==> config.mk <==
export PLATFORM = sky130hd
export DESIGN_NAME = id_stage
export DESIGN_NICKNAME = d
export VERILOG_FILES = /design/src/source/decode_pkg.sv /design/src/source/dec_if.sv /design/src/source/id_stage.sv /design/src/source/dec_select.sv /design/src/source/dec_flow.sv /design/src/source/dec_arith.sv
export SDC_FILE = /design/constraint.sdc
export NUM_CORES = 1
export LEC_CHECK = 0
export ABC_AREA = 1
export BUFFER_PORTS_ARGS = -buffer_cell sky130_fd_sc_hd__buf_2
export CORE_MARGIN = 10
export CORE_UTILIZATION = 45
export CTS_CLUSTER_DIAMETER = 100
export CTS_CLUSTER_SIZE = 8
export DETAILED_ROUTE_END_ITERATION = 12
export PLACE_DENSITY = 0.84
export RECOVER_POWER = 100
export SYNTH_ARGS = -nofsm -noshare
export SYNTH_HDL_FRONTEND = slang
export SYNTH_SLANG_ARGS = --single-unit
==> constraint.sdc <==
create_clock -name clk -period 5.3 [get_ports clk]
set_clock_uncertainty 0.2 [all_clocks]
set_input_delay 0.53 -clock clk [delete_from_list [all_inputs] [get_ports clk]]
set_output_delay 0.53 -clock clk [all_outputs]
set_load 0.005 [all_outputs]
==> src/source/decode_pkg.sv <==
package decode_pkg;

    localparam int xlen   = 32;
    localparam int reg_aw = 5;

    // opcode field widths counted down from bit 31
    localparam int op_3r_w    = 17;
    localparam int op_2ri12_w = 10;
    localparam int op_1ri20_w = 7;
    localparam int op_2ri16_w = 6;
    localparam int op_i26_w   = 6;

    // 3R opcodes in inst[31:15]
    localparam logic [op_3r_w-1:0] op_3r_add_w   = 17'h00020;
    localparam logic [op_3r_w-1:0] op_3r_sub_w   = 17'h00022;
    localparam logic [op_3r_w-1:0] op_3r_and     = 17'h00029;
    localparam logic [op_3r_w-1:0] op_3r_or      = 17'h0002a;
    localparam logic [op_3r_w-1:0] op_3r_xor     = 17'h0002b;
    localparam logic [op_3r_w-1:0] op_3r_break   = 17'h00054;
    localparam logic [op_3r_w-1:0] op_3r_syscall = 17'h00056;

    // 2RI12 opcodes in inst[31:22]
    localparam logic [op_2ri12_w-1:0] op_2ri12_addi_w = 10'h00a;
    localparam logic [op_2ri12_w-1:0] op_2ri12_andi   = 10'h00d;
    localparam logic [op_2ri12_w-1:0] op_2ri12_ori    = 10'h00e;
    localparam logic [op_2ri12_w-1:0] op_2ri12_ld_w   = 10'h0a2;
    localparam logic [op_2ri12_w-1:0] op_2ri12_st_w   = 10'h0a6;

    // 1RI20 opcodes in inst[31:25]
    localparam logic [op_1ri20_w-1:0] op_1ri20_lu12i_w   = 7'h0a;
    localparam logic [op_1ri20_w-1:0] op_1ri20_pcaddu12i = 7'h0e;

    // 2RI16 and I26 share inst[31:26]
    localparam logic [op_2ri16_w-1:0] op_2ri16_jirl = 6'h13;
    localparam logic [op_2ri16_w-1:0] op_2ri16_beq  = 6'h16;
    localparam logic [op_2ri16_w-1:0] op_2ri16_bne  = 6'h17;
    localparam logic [op_i26_w-1:0]   op_i26_b      = 6'h14;
    localparam logic [op_i26_w-1:0]   op_i26_bl     = 6'h15;

    localparam logic [reg_aw-1:0] link_reg = 5'd1;   // ra

    typedef enum logic [7:0] {
        alu_nop,
        alu_add_w,
        alu_sub_w,
        alu_and,
        alu_or,
        alu_xor,
        alu_syscall,
        alu_break,
        alu_addi_w,
        alu_ld_w,
        alu_st_w,
        alu_andi,
        alu_ori,
        alu_lu12i_w,
        alu_pcaddu12i,
        alu_jirl,
        alu_beq,
        alu_bne,
        alu_b,
        alu_bl
    } alu_op_e;

    typedef enum logic [2:0] {
        sel_none,
        sel_arith,
        sel_logic,
        sel_mem,
        sel_branch,
        sel_jump
    } alu_sel_e;

    typedef enum logic [6:0] {
        exc_none  = 7'd0,
        exc_fetch = 7'd8,
        exc_sys   = 7'd11,
        exc_brk   = 7'd12,
        exc_ine   = 7'd13    // instruction not exist
    } exc_cause_e;

endpackage
==> src/source/dec_if.sv <==
`timescale 1ns/100ps

interface dec_if;
    import decode_pkg::*;

    logic              hit;
    alu_op_e           aluop;
    alu_sel_e          alusel;
    logic [xlen-1:0]   imm;
    logic              rj_en;
    logic              rk_en;
    logic [reg_aw-1:0] rj;
    logic [reg_aw-1:0] rk;
    logic              rd_we;
    logic [reg_aw-1:0] rd;

    modport fmt (
        output hit, aluop, alusel, imm,
        output rj_en, rk_en, rj, rk, rd_we, rd
    );

    modport sel (
        input hit, aluop, alusel, imm,
        input rj_en, rk_en, rj, rk, rd_we, rd
    );

endinterface

==> src/source/id_stage.sv <==
`timescale 1ns/100ps

module id_stage (
    input  logic                              clk,
    input  logic                              arst_n,
    input  logic                              in_valid,
    output logic                              in_ready,
    input  logic [decode_pkg::xlen-1:0]       in_pc,
    input  logic [decode_pkg::xlen-1:0]       in_inst,
    input  logic                              in_fetch_exc,
    output logic                              out_valid,
    input  logic                              out_ready,
    output logic [decode_pkg::xlen-1:0]       out_pc,
    output decode_pkg::alu_op_e               out_aluop,
    output decode_pkg::alu_sel_e              out_alusel,
    output logic [decode_pkg::xlen-1:0]       out_imm,
    output logic                              out_rj_en,
    output logic                              out_rk_en,
    output logic [decode_pkg::reg_aw-1:0]     out_rj,
    output logic [decode_pkg::reg_aw-1:0]     out_rk,
    output logic                              out_rd_we,
    output logic [decode_pkg::reg_aw-1:0]     out_rd,
    output logic                              out_exc,
    output decode_pkg::exc_cause_e            out_exc_cause
);

    dec_if u_arith_if ();
    dec_if u_flow_if ();

    // both decoders see the same word
    dec_arith u_dec_arith (
        .inst (in_inst),
        .res  (u_arith_if.fmt)
    );

    dec_flow u_dec_flow (
        .inst (in_inst),
        .res  (u_flow_if.fmt)
    );

    dec_select u_dec_select (
        .clk           (clk),
        .arst_n        (arst_n),
        .in_valid      (in_valid),
        .in_ready      (in_ready),
        .in_pc         (in_pc),
        .in_fetch_exc  (in_fetch_exc),
        .arith         (u_arith_if.sel),
        .flow          (u_flow_if.sel),
        .out_valid     (out_valid),
        .out_ready     (out_ready),
        .out_pc        (out_pc),
        .out_aluop     (out_aluop),
        .out_alusel    (out_alusel),
        .out_imm       (out_imm),
        .out_rj_en     (out_rj_en),
        .out_rk_en     (out_rk_en),
        .out_rj        (out_rj),
        .out_rk        (out_rk),
        .out_rd_we     (out_rd_we),
        .out_rd        (out_rd),
        .out_exc       (out_exc),
        .out_exc_cause (out_exc_cause)
    );

endmodule

==> src/source/dec_select.sv <==
`timescale 1ns/100ps

module dec_select (
    input  logic                              clk,
    input  logic                              arst_n,
    input  logic                              in_valid,
    output logic                              in_ready,
    input  logic [decode_pkg::xlen-1:0]       in_pc,
    input  logic                              in_fetch_exc,
    dec_if.sel                                arith,
    dec_if.sel                                flow,
    output logic                              out_valid,
    input  logic                              out_ready,
    output logic [decode_pkg::xlen-1:0]       out_pc,
    output decode_pkg::alu_op_e               out_aluop,
    output decode_pkg::alu_sel_e              out_alusel,
    output logic [decode_pkg::xlen-1:0]       out_imm,
    output logic                              out_rj_en,
    output logic                              out_rk_en,
    output logic [decode_pkg::reg_aw-1:0]     out_rj,
    output logic [decode_pkg::reg_aw-1:0]     out_rk,
    output logic                              out_rd_we,
    output logic [decode_pkg::reg_aw-1:0]     out_rd,
    output logic                              out_exc,
    output decode_pkg::exc_cause_e            out_exc_cause
);
    import decode_pkg::*;

    logic              accept;
    alu_op_e           sel_aluop;
    alu_sel_e          sel_alusel;
    logic [xlen-1:0]   sel_imm;
    logic              sel_rj_en;
    logic              sel_rk_en;
    logic [reg_aw-1:0] sel_rj;
    logic [reg_aw-1:0] sel_rk;
    logic              sel_rd_we;
    logic [reg_aw-1:0] sel_rd;
    exc_cause_e        cause;

    assign in_ready = !out_valid || out_ready;   // stage empty or draining
    assign accept   = in_valid && in_ready;

    // flow gives zeros and alu_nop on a miss, which covers the no-hit case
    assign sel_aluop  = arith.hit ? arith.aluop  : flow.aluop;
    assign sel_alusel = arith.hit ? arith.alusel : flow.alusel;
    assign sel_imm    = arith.hit ? arith.imm    : flow.imm;
    assign sel_rj_en  = arith.hit ? arith.rj_en  : flow.rj_en;
    assign sel_rk_en  = arith.hit ? arith.rk_en  : flow.rk_en;
    assign sel_rj     = arith.hit ? arith.rj     : flow.rj;
    assign sel_rk     = arith.hit ? arith.rk     : flow.rk;
    assign sel_rd_we  = arith.hit ? arith.rd_we  : flow.rd_we;
    assign sel_rd     = arith.hit ? arith.rd     : flow.rd;

    always_comb begin
        if (in_fetch_exc) begin
            cause = exc_fetch;   // fetch fault wins over decode
        end else if (!(arith.hit || flow.hit)) begin
            cause = exc_ine;
        end else if (sel_aluop == alu_syscall) begin
            cause = exc_sys;
        end else if (sel_aluop == alu_break) begin
            cause = exc_brk;
        end else begin
            cause = exc_none;
        end
    end

    always_ff @(posedge clk or negedge arst_n) begin
        if (!arst_n) begin
            out_valid <= 1'b0;
        end else if (in_ready) begin
            out_valid <= in_valid;
        end
    end

    always_ff @(posedge clk) begin
        if (accept) begin
            out_pc        <= in_pc;
            out_aluop     <= sel_aluop;
            out_alusel    <= sel_alusel;
            out_imm       <= sel_imm;
            out_rj_en     <= sel_rj_en;
            out_rk_en     <= sel_rk_en;
            out_rj        <= sel_rj;
            out_rk        <= sel_rk;
            out_rd_we     <= sel_rd_we && (cause == exc_none);   // no writeback on exc
            out_rd        <= sel_rd;
            out_exc_cause <= cause;
        end
    end

    assign out_exc = (out_exc_cause != exc_none);

endmodule

==> src/source/dec_flow.sv <==
`timescale 1ns/100ps

module dec_flow (
    input  logic [decode_pkg::xlen-1:0] inst,
    dec_if.fmt                          res
);
    import decode_pkg::*;

    logic [op_2ri16_w-1:0] opc;
    alu_op_e               op;
    logic [xlen-1:0]       offs16;
    logic [xlen-1:0]       offs26;
    logic                  rj_en;
    logic                  rk_en;
    logic                  rd_we;

    assign opc = inst[31:26];

    // word offsets shifted left 2 and sign extended
    assign offs16 = {{(xlen-18){inst[25]}}, inst[25:10], 2'b00};
    assign offs26 = {{(xlen-28){inst[9]}}, inst[9:0], inst[25:10], 2'b00};

    always_comb begin
        case (opc)
            op_2ri16_jirl: op = alu_jirl;
            op_2ri16_beq:  op = alu_beq;
            op_2ri16_bne:  op = alu_bne;
            op_i26_b:      op = alu_b;
            op_i26_bl:     op = alu_bl;
            default:       op = alu_nop;
        endcase
    end

    always_comb begin
        case (op)
            alu_beq, alu_bne:         res.alusel = sel_branch;
            alu_jirl, alu_b, alu_bl:  res.alusel = sel_jump;
            default:                  res.alusel = sel_none;
        endcase
    end

    always_comb begin
        case (op)
            alu_jirl, alu_beq, alu_bne: res.imm = offs16;
            alu_b, alu_bl:              res.imm = offs26;
            default:                    res.imm = '0;
        endcase
    end

    assign rj_en = op inside {alu_jirl, alu_beq, alu_bne};
    assign rk_en = op inside {alu_beq, alu_bne};
    assign rd_we = op inside {alu_jirl, alu_bl};

    assign res.hit   = (op != alu_nop);
    assign res.aluop = op;
    assign res.rj_en = rj_en;
    assign res.rk_en = rk_en;
    assign res.rd_we = rd_we;
    assign res.rj    = rj_en ? inst[9:5] : '0;
    assign res.rk    = rk_en ? inst[4:0] : '0;   // branches compare rj with rd
    assign res.rd    = !rd_we ? '0 : (op == alu_bl) ? link_reg : inst[4:0];

endmodule

==> src/source/dec_arith.sv <==
`timescale 1ns/100ps

module dec_arith (
    input  logic [decode_pkg::xlen-1:0] inst,
    dec_if.fmt                          res
);
    import decode_pkg::*;

    logic [op_3r_w-1:0]    op_3r;
    logic [op_2ri12_w-1:0] op_2ri12;
    logic [op_1ri20_w-1:0] op_1ri20;
    alu_op_e               op;
    logic                  rj_en;
    logic                  rk_en;
    logic                  rd_we;

    assign op_3r    = inst[31:15];
    assign op_2ri12 = inst[31:22];
    assign op_1ri20 = inst[31:25];

    // formats never overlap, so at most one case matches
    always_comb begin
        op = alu_nop;
        case (op_3r)
            op_3r_add_w:   op = alu_add_w;
            op_3r_sub_w:   op = alu_sub_w;
            op_3r_and:     op = alu_and;
            op_3r_or:      op = alu_or;
            op_3r_xor:     op = alu_xor;
            op_3r_syscall: op = alu_syscall;
            op_3r_break:   op = alu_break;
            default:       ;
        endcase
        case (op_2ri12)
            op_2ri12_addi_w: op = alu_addi_w;
            op_2ri12_ld_w:   op = alu_ld_w;
            op_2ri12_st_w:   op = alu_st_w;
            op_2ri12_andi:   op = alu_andi;
            op_2ri12_ori:    op = alu_ori;
            default:         ;
        endcase
        case (op_1ri20)
            op_1ri20_lu12i_w:   op = alu_lu12i_w;
            op_1ri20_pcaddu12i: op = alu_pcaddu12i;
            default:            ;
        endcase
    end

    always_comb begin
        case (op)
            alu_add_w, alu_sub_w, alu_addi_w,
            alu_lu12i_w, alu_pcaddu12i:       res.alusel = sel_arith;
            alu_and, alu_or, alu_xor,
            alu_andi, alu_ori:                res.alusel = sel_logic;
            alu_ld_w, alu_st_w:               res.alusel = sel_mem;
            default:                          res.alusel = sel_none;
        endcase
    end

    always_comb begin
        case (op)
            alu_addi_w, alu_ld_w, alu_st_w: res.imm = {{(xlen-12){inst[21]}}, inst[21:10]};
            alu_andi, alu_ori:              res.imm = {{(xlen-12){1'b0}}, inst[21:10]};
            alu_lu12i_w, alu_pcaddu12i:     res.imm = {inst[24:5], 12'b0};   // si20 << 12
            default:                        res.imm = '0;
        endcase
    end

    assign rj_en = op inside {alu_add_w, alu_sub_w, alu_and, alu_or, alu_xor,
                              alu_addi_w, alu_ld_w, alu_st_w, alu_andi, alu_ori};
    assign rk_en = op inside {alu_add_w, alu_sub_w, alu_and, alu_or, alu_xor, alu_st_w};
    assign rd_we = (op != alu_nop) && !(op inside {alu_syscall, alu_break, alu_st_w});

    assign res.hit   = (op != alu_nop);
    assign res.aluop = op;
    assign res.rj_en = rj_en;
    assign res.rk_en = rk_en;
    assign res.rd_we = rd_we;
    assign res.rj    = rj_en ? inst[9:5] : '0;
    // st.w takes its store data from rd
    assign res.rk    = !rk_en ? '0 : (op == alu_st_w) ? inst[4:0] : inst[14:10];
    assign res.rd    = rd_we ? inst[4:0] : '0;

endmodule

==> metrics.txt, run 1 <==
post-layout utilization of the core between 50 and 60%; count of yosys warnings during synthesis 0; start of the worst register-to-register path u_dec_select.out_valid; internal power contribution 1.12 mW; number of iterations in the first detailed-routing pass 5; cell count after placement 727; antenna violations before repair 0; insertion delay of the later-clocked pin in the worst-skew pair 0.35 ns; wire length per cell after detailed routing 19.0 um; total setup violations reported at the end of the flow 0; total number of nets in the final design 677; number of I/O port buffers 165; worst slew slack as a fraction of its limit -37.1%; Die Outline Area 14,900 um2; share of final-layout standard cells stronger than drive strength 1 21.2%; sequential fraction of design power between 60% and 70%; worst supply voltage drop on vdd 0.118 mV; top area cells in the synthesized netlist sky130_fd_sc_hd__edfxtp_1 (60%), sky130_fd_sc_hd__nand2_1 (7.5%), sky130_fd_sc_hd__nand3_1 (4.1%); clock network fraction of design power 29.1%; total routing usage reported by global routing 18.2%; share of async-settable or async-resettable flops after synthesis 1.05%; kind of cell adding the most delay to the critical path simple AND/OR/NAND/NOR gates; Clk pin slew, worst setup/hold paths 0.08 ns; pwr dens 261 nW/um2; CTS root buf sky130_fd_sc_hd__clkbuf_8; initial cell density of the core 45.7%; Pwr Total 1.46 mW; maximum fanout along the worst path 13; switching fraction of total power 23.3%; Slew Limit Fails 25; commonest register cell after synthesis sky130_fd_sc_hd__edfxtp_1; cell taking the most area after synthesis sky130_fd_sc_hd__edfxtp_1; number of flops mapped to enable cells by yosys 94; sequential standard cell area 2850 um2; Post-CTS Setup Repair Bufs 0; top-level I/O count about 170; final-layout fill cell count 919; first-pass GRT wire length 21,100 um; Routability Congestion 0.903; startpoint of the worst setup timing path in_inst[25]; fraction of the yosys area taken by sequential cells 60.9%; buffer levels on the longest clock path 2; Netlist cell types 40; FP Rows 37; total global routing overflow 0; number of vias after detailed routing 3,957; clock tree from TritonCTS built; required time of the critical path 5.12 ns; RSZ-0062 raised after global routing false; final critical-path share of the clock period 78.0%; routed via count divided by cell count 5.32; die height 122 um; synthesized area per cell 10.8 um2; Total Neg Setup Slack 0 ns; stage delay of the slowest cell on the critical path 0.81 ns; library cell with the highest instance count after synthesis sky130_fd_sc_hd__edfxtp_1; instance count of the mapped netlist between 400 and 500; switching power between 0.3 and 0.4 mW; Antenna Cells 0; pin count of the biggest net entering global routing a little over 70; post-route minimum period 4.13 ns; violated checks max-capacitance violations, max-slew violations; Bufs and invs on worst path 4; post-synth top area share between 60 and 70%; via count of the first global-routing pass 3,903; flops & latches, synth 95; post-cts hold buffer count 1; share of power burned in combinational logic a little over a tenth; total number of H-tree levels 3; arrival time worst endpoint 3.95 ns; P_leak between 2 and 2.5 nW; number of gates resized after CTS 0; combined area of the multi-input logic cells 1480 um2; cell at the slowest stage of the critical path sky130_fd_sc_hd__nor2_1; slew at the pin closest to its max-slew limit 2.06 ns; Min-Delay Startpoint in_pc[31]; number of remaining DRC errors 0; Max Freq 242 MHz; most common cell type on the critical path sky130_fd_sc_hd__nand2_1; CTS Sinks 95; Cell Chain, Critical Path buf_2 -> nor2_1 -> nand2_1 -> nor2_8 -> nand3_1 -> inv_1 -> nand2_1 -> nand3b_1 -> or2_2 -> inv_1 -> ha_1 -> inv_1 -> nand2_1 -> nand3_2 -> nand2_1 -> nor2_1 -> nand2_2 -> nand2_1 -> o21ai_0; result of the run finished with violations; Core Footprint 10,200 um2; post-DP HPWL between 10,000 and 15,000 um; leading post-synthesis cells by instance count sky130_fd_sc_hd__edfxtp_1 (94), sky130_fd_sc_hd__nand2_1 (93), sky130_fd_sc_hd__inv_1 (45), sky130_fd_sc_hd__nand3_1 (38), sky130_fd_sc_hd__nor2_1 (26); Hold Crit Class in -> reg; Area growth syn-to-layout 19.9%; initial drt markers 412; Non-Filler Instances 744; netlist area before placement 4680 um2; Die X-Extent 122 um; critical path endpoint category register; post-detailed-routing wire length ~14,000 um; remaining antenna violation count 0; number of buffers inserted during clock tree synthesis 9; count of max-cap constraint violations 1; launching element type of the critical path primary input; classification of the worst setup path in -> reg; Final Hold Vio Count 0
==> path summary, 6_finish.rpt <==
kind,slack (ns),cells past startpoint,endpoint
setup / recovery,1.17,19,u_dec_select.out_rj_en
hold / removal,0.15,1,u_dec_select.out_pc[31]
setup reg to reg,1.79,2,u_dec_select.out_alusel[2]
hold reg to reg,0.36,2,u_dec_select.out_valid
max in group asynchronous,4.52,2,u_dec_select.out_valid
min in group asynchronous,0.29,2,u_dec_select.out_valid
==> power groups by stage <==
| stage | sequential, mW | clock, mW | combinational, mW |
|---|---|---|---|
| finish | 0.881 | 0.425 | 0.155 |
| global route | 0.885 | 0.467 | 0.172 |
| CTS | 0.880 | 0.436 | 0.167 |
| detailed placement | 0.897 | 0 | 0.166 |
| global placement | 0.896 | 0 | 0.162 |
| floorplan | 0.905 | 0 | 0.0669 |
==> cell type report <==
type                       instances  share of cell area (%)
clock buffer                      14                    2.90
clock inverter                     2                   0.312
inverter                          48                    3.24
multi-input combinational        281                    26.4
sequential                        95                    50.8
tap                              136                    3.04
timing repair buffer             168                    13.3
==> registers in the layout, indices dropped and copies added (netlist names) <==
| register | cells |
|---|---|
| u_dec_select.out_imm | 32 |
| u_dec_select.out_pc | 32 |
| u_dec_select.out_aluop | 5 |
| u_dec_select.out_rd | 5 |
| u_dec_select.out_rj | 5 |
| u_dec_select.out_rk | 5 |
| u_dec_select.out_exc_cause | 4 |
| u_dec_select.out_alusel | 3 |
| u_dec_select.out_rd_we | 1 |
| u_dec_select.out_rj_en | 1 |
| u_dec_select.out_rk_en | 1 |
| u_dec_select.out_valid | 1 |
==> routing by layer <==
metal / up-vias / routed length (um) / global-route usage, %
li1: 1853 / - / -
met1: 1827 / 5250 / 20.2
met2: 245 / 6960 / 32.3
met3: 32 / 1600 / 5.92
met4: 0 / 365 / 6.04
met5: - / 0 / 0
==> logic make-up after synthesis <==
| family | synth area share, % |
|---|---|
| AOI/OAI and AO/OA | 9.63 |
| adders and majority gates | 1.34 |
| buffers and inverters | 6.26 |
| DFF | 60.9 |
| other | 0.0802 |
| and+or+nand+nor | 21.8 |
==> worst register-to-register path: cells and delay by family, from the launching register on <==
kind	cells	cell delay [ns]
compound gates	1	1.56
buf+inv	1	0.89
flops	1	0.41
==> placed cells by master, fill, tap and decap left out, drive strengths merged, types with 2 or more instances in the layout <==
master  instances
o211ai         18
o21ai          23
nor3            2
nor2           40
ha              5
a31oi           3
o22ai          10
nand3          44
buf            84
nand2         106
a21oi           9
conb            6
clkbuf         97
inv            47
clkinv          3
nand4           6
edfxtp         94
==> stage by stage <==
step                      hold slack (ns)  area, um2  worst slack, ns
after floorplan                    0.0344       4700             1.34
after global placement              0.107       5610             1.74
after detailed placement            0.110       5610             1.63
after CTS                           0.132       5800             1.98
after global routing                0.125       5610            0.889
final                               0.152       5610             1.17
No activity file was read; power rests on OpenSTA's default activity.
==> run 2, diff against run 1 <==
--- a/config.mk
+++ b/config.mk
@@ -8,11 +8,11 @@
 export ABC_AREA = 1
 export BUFFER_PORTS_ARGS = -buffer_cell sky130_fd_sc_hd__buf_2
 export CORE_MARGIN = 10
-export CORE_UTILIZATION = 45
+export CORE_UTILIZATION = 50
 export CTS_CLUSTER_DIAMETER = 100
 export CTS_CLUSTER_SIZE = 8
 export DETAILED_ROUTE_END_ITERATION = 12
-export PLACE_DENSITY = 0.84
+export PLACE_DENSITY = 0.88
 export RECOVER_POWER = 100
 export SYNTH_ARGS = -nofsm -noshare
 export SYNTH_HDL_FRONTEND = slang
==> constraint.sdc (replaced) <==
create_clock -name clk -period 4 [get_ports clk]
set_clock_uncertainty 0.2 [all_clocks]
set_input_delay 0.4 -clock clk [delete_from_list [all_inputs] [get_ports clk]]
set_output_delay 0.4 -clock clk [all_outputs]
set_load 0.005 [all_outputs]
==> metrics.txt, run 2 (same netlist as run 1, synthesis figures left out) <==
routed via count divided by cell count 5.56 (+4.6%); biggest regs u_dec_select.out_imm: 32 flops, u_dec_select.out_pc: 32 flops; Routability Congestion 0.963 (+6.6%); initial drt markers 537 (+30%); slew at the pin closest to its max-slew limit 1.96 ns (-0.0933 ns); P_leak 2.47 nW (+3.3%); number of iterations in the first detailed-routing pass 6 (+1); antenna violations before repair 1 (+1); total setup violations reported at the end of the flow 0 (unchanged); post-route minimum period roughly 3.4 ns; clock tree from TritonCTS built; number of I/O port buffers 165 (unchanged); Total Neg Setup Slack 0 ns (unchanged); RSZ-0062 raised after global routing false; CTS Sinks 95 (unchanged); Hold EP u_dec_select.out_pc[13]; slack of the worst reg-to-reg path 1.35 ns (-0.44 ns); top-level I/O count 172 (unchanged); number of vias after detailed routing 4,144 (+4.7%); Min-Delay Startpoint in_pc[13]; via count of the first global-routing pass 4,032 (+3.3%); initial cell density of the core 51.1% (+5.4 points); Die Outline Area 13,600 um2 (-8.4%); final-layout fill cell count 746 (-19%); remaining antenna violation count 0 (unchanged); share of final-layout standard cells stronger than drive strength 1 19.6% (-1.6 points); Core Footprint 9150 um2 (-11%); die height 117 um (-4.3%); post-detailed-routing wire length 15,400 um (+8.5%); count of max-cap constraint violations 1 (unchanged); Final Hold Vio Count 0 (unchanged); arrival time worst endpoint 3.38 ns (-0.57 ns); classification of the worst setup path in -> reg; Clk pin slew, worst setup/hold paths 0.09 ns (about the same); post-DP HPWL 11,100 um (-0.73%); wire length per cell after detailed routing 20.6 um (+8.4%); number of remaining DRC errors 0 (unchanged); FP Rows 35 (-5.4%); pwr dens 344 nW/um2 (+32%); worst supply voltage drop on vdd 0.147 mV (+25%); result of the run finished with violations; most frequent cells in the layout sky130_fd_sc_hd__nand2_1 (97), sky130_fd_sc_hd__clkbuf_1 (95), sky130_fd_sc_hd__edfxtp_1 (94); final critical-path share of the clock period about 85%; count of cells along the worst hold path 1 (unchanged); buffer levels on the longest clock path 2 (unchanged); violated checks max-capacitance violations, max-slew violations; start of the worst register-to-register path u_dec_select.out_valid; Hold Crit Class in -> reg; total global routing overflow 0 (unchanged); Die X-Extent 117 um (-4.3%); pin count of the biggest net entering global routing 56 (-22%); number of buffers inserted during clock tree synthesis 9 (unchanged); post-layout utilization of the core 63.8% (+9.0 points); worst slew slack as a fraction of its limit -30.9% (+6.2 points); path depth of the worst reg2reg path 2 (unchanged); critical path endpoint category register; maximum fanout along the worst path 32 (+19); total routing usage reported by global routing 21.3% (+3.0 points); Area growth syn-to-layout 24.8%; Max Freq 295 MHz; required time of the critical path 4.00 ns (-1.12 ns); launching element type of the critical path primary input; total number of H-tree levels 3 (unchanged); insertion delay of the later-clocked pin in the worst-skew pair 0.37 ns (+0.02 ns); total number of nets in the final design 702 (+3.7%); first-pass GRT wire length 22,300 um (+5.8%); commonest non-fill, non-tap cell in the layout sky130_fd_sc_hd__nand2_1; reg-to-reg endpoint u_dec_select.out_imm[4]; CTS root buf sky130_fd_sc_hd__clkbuf_8; Slew Limit Fails 40 (+60%)
run 2: cell types whose count changed in the layout (fill, tap and decap cells not counted), sizes merged:
cell,previous run,this run
diode,0,1
inv,47,51
dlygate4sd3,1,22
clkbuf,97,105
buf,84,75
clkinv,3,4
run 2: area by class of cell:
type	instances	area, um2	share of cell area [%]
timing repair buffer	193	966	16.5
inverter	48	181	3.11
clock buffer	9	124	2.12
sequential	95	2850	48.8
tap	111	139	2.38
antenna	1	2.50	0.0429
multi-input combinational	281	1520	26.0
clock inverter	7	61.3	1.05
run 2: report_power, final:
group | internal [mW] | switching, mW
combinational | 0.0805 | 0.148
clock | 0.239 | 0.367
sequential | 1.15 | 0.0167
total | 1.47 | 0.531
run 2: worst max-delay path, cell delays in order:
cell and delay (ns):
sky130_fd_sc_hd__buf_2 0.14, sky130_fd_sc_hd__nor2_2 0.07, sky130_fd_sc_hd__nand2_1 0.22, sky130_fd_sc_hd__nor2_8 0.08, sky130_fd_sc_hd__nand3_1 0.27, sky130_fd_sc_hd__inv_1 0.10
sky130_fd_sc_hd__nand2_1 0.11, sky130_fd_sc_hd__nand3b_1 0.08, sky130_fd_sc_hd__or2_2 0.32, sky130_fd_sc_hd__inv_1 0.12, sky130_fd_sc_hd__ha_1 0.33, sky130_fd_sc_hd__nand2_4 0.28
sky130_fd_sc_hd__a21oi_1 0.52, sky130_fd_sc_hd__nand2_1 0.19, sky130_fd_sc_hd__o211ai_1 0.14
run 2: per-stage QoR:
stage	hold WS [ns]	power, mW	std cells	setup slack [ns]	cell area, um2
global placement	-0.0251	1.40	706	0.672	5610
finish	0.0118	2.01	745	0.616	5840
floorplan	-0.0956	1.29	440	0.170	4700
detailed placement	-0.0235	1.41	706	0.622	5610
global route	-0.00342	2.08	745	0.423	5840
CTS	0.0000622	2.01	742	1.01	5990
run 2: what timing repair did:
action / CTS / global route
hold buffers: 20 / 2
resized for setup: 0 / 0
buffers inserted: 0 / 0
hold endpoints to repair: 20 / 2
run 2: routing by layer:
metal	vias up	track usage [%]	part of all wire, %
li1	1896	-	-
met1	1930	23.3	35
met2	284	38.8	50
met3	34	6.11	12
met4	0	6.43	2.2
met5	-	0	0
run 2: how the worst max path moves through the flow:
| stage | from | end | slack [ns] | cells after the start |
|---|---|---|---|---|
| 6_report | in_inst[27] | u_dec_select.out_imm[17] | 0.62 | 15 |
| 5_1_grt | in_inst[28] | u_dec_select.out_rj_en | 0.42 | 19 |
| 4_1_cts | in_inst[27] | u_dec_select.out_rd_we | 1.01 | 16 |
| 3_5_place_dp | in_inst[27] | u_dec_select.out_rd_we | 0.62 | 16 |
| 3_3_place_gp | in_inst[21] | u_dec_select.out_rd_we | 0.67 | 17 |
| 2_1_floorplan | out_ready | u_dec_select.out_aluop[0] | 0.17 | 2 |
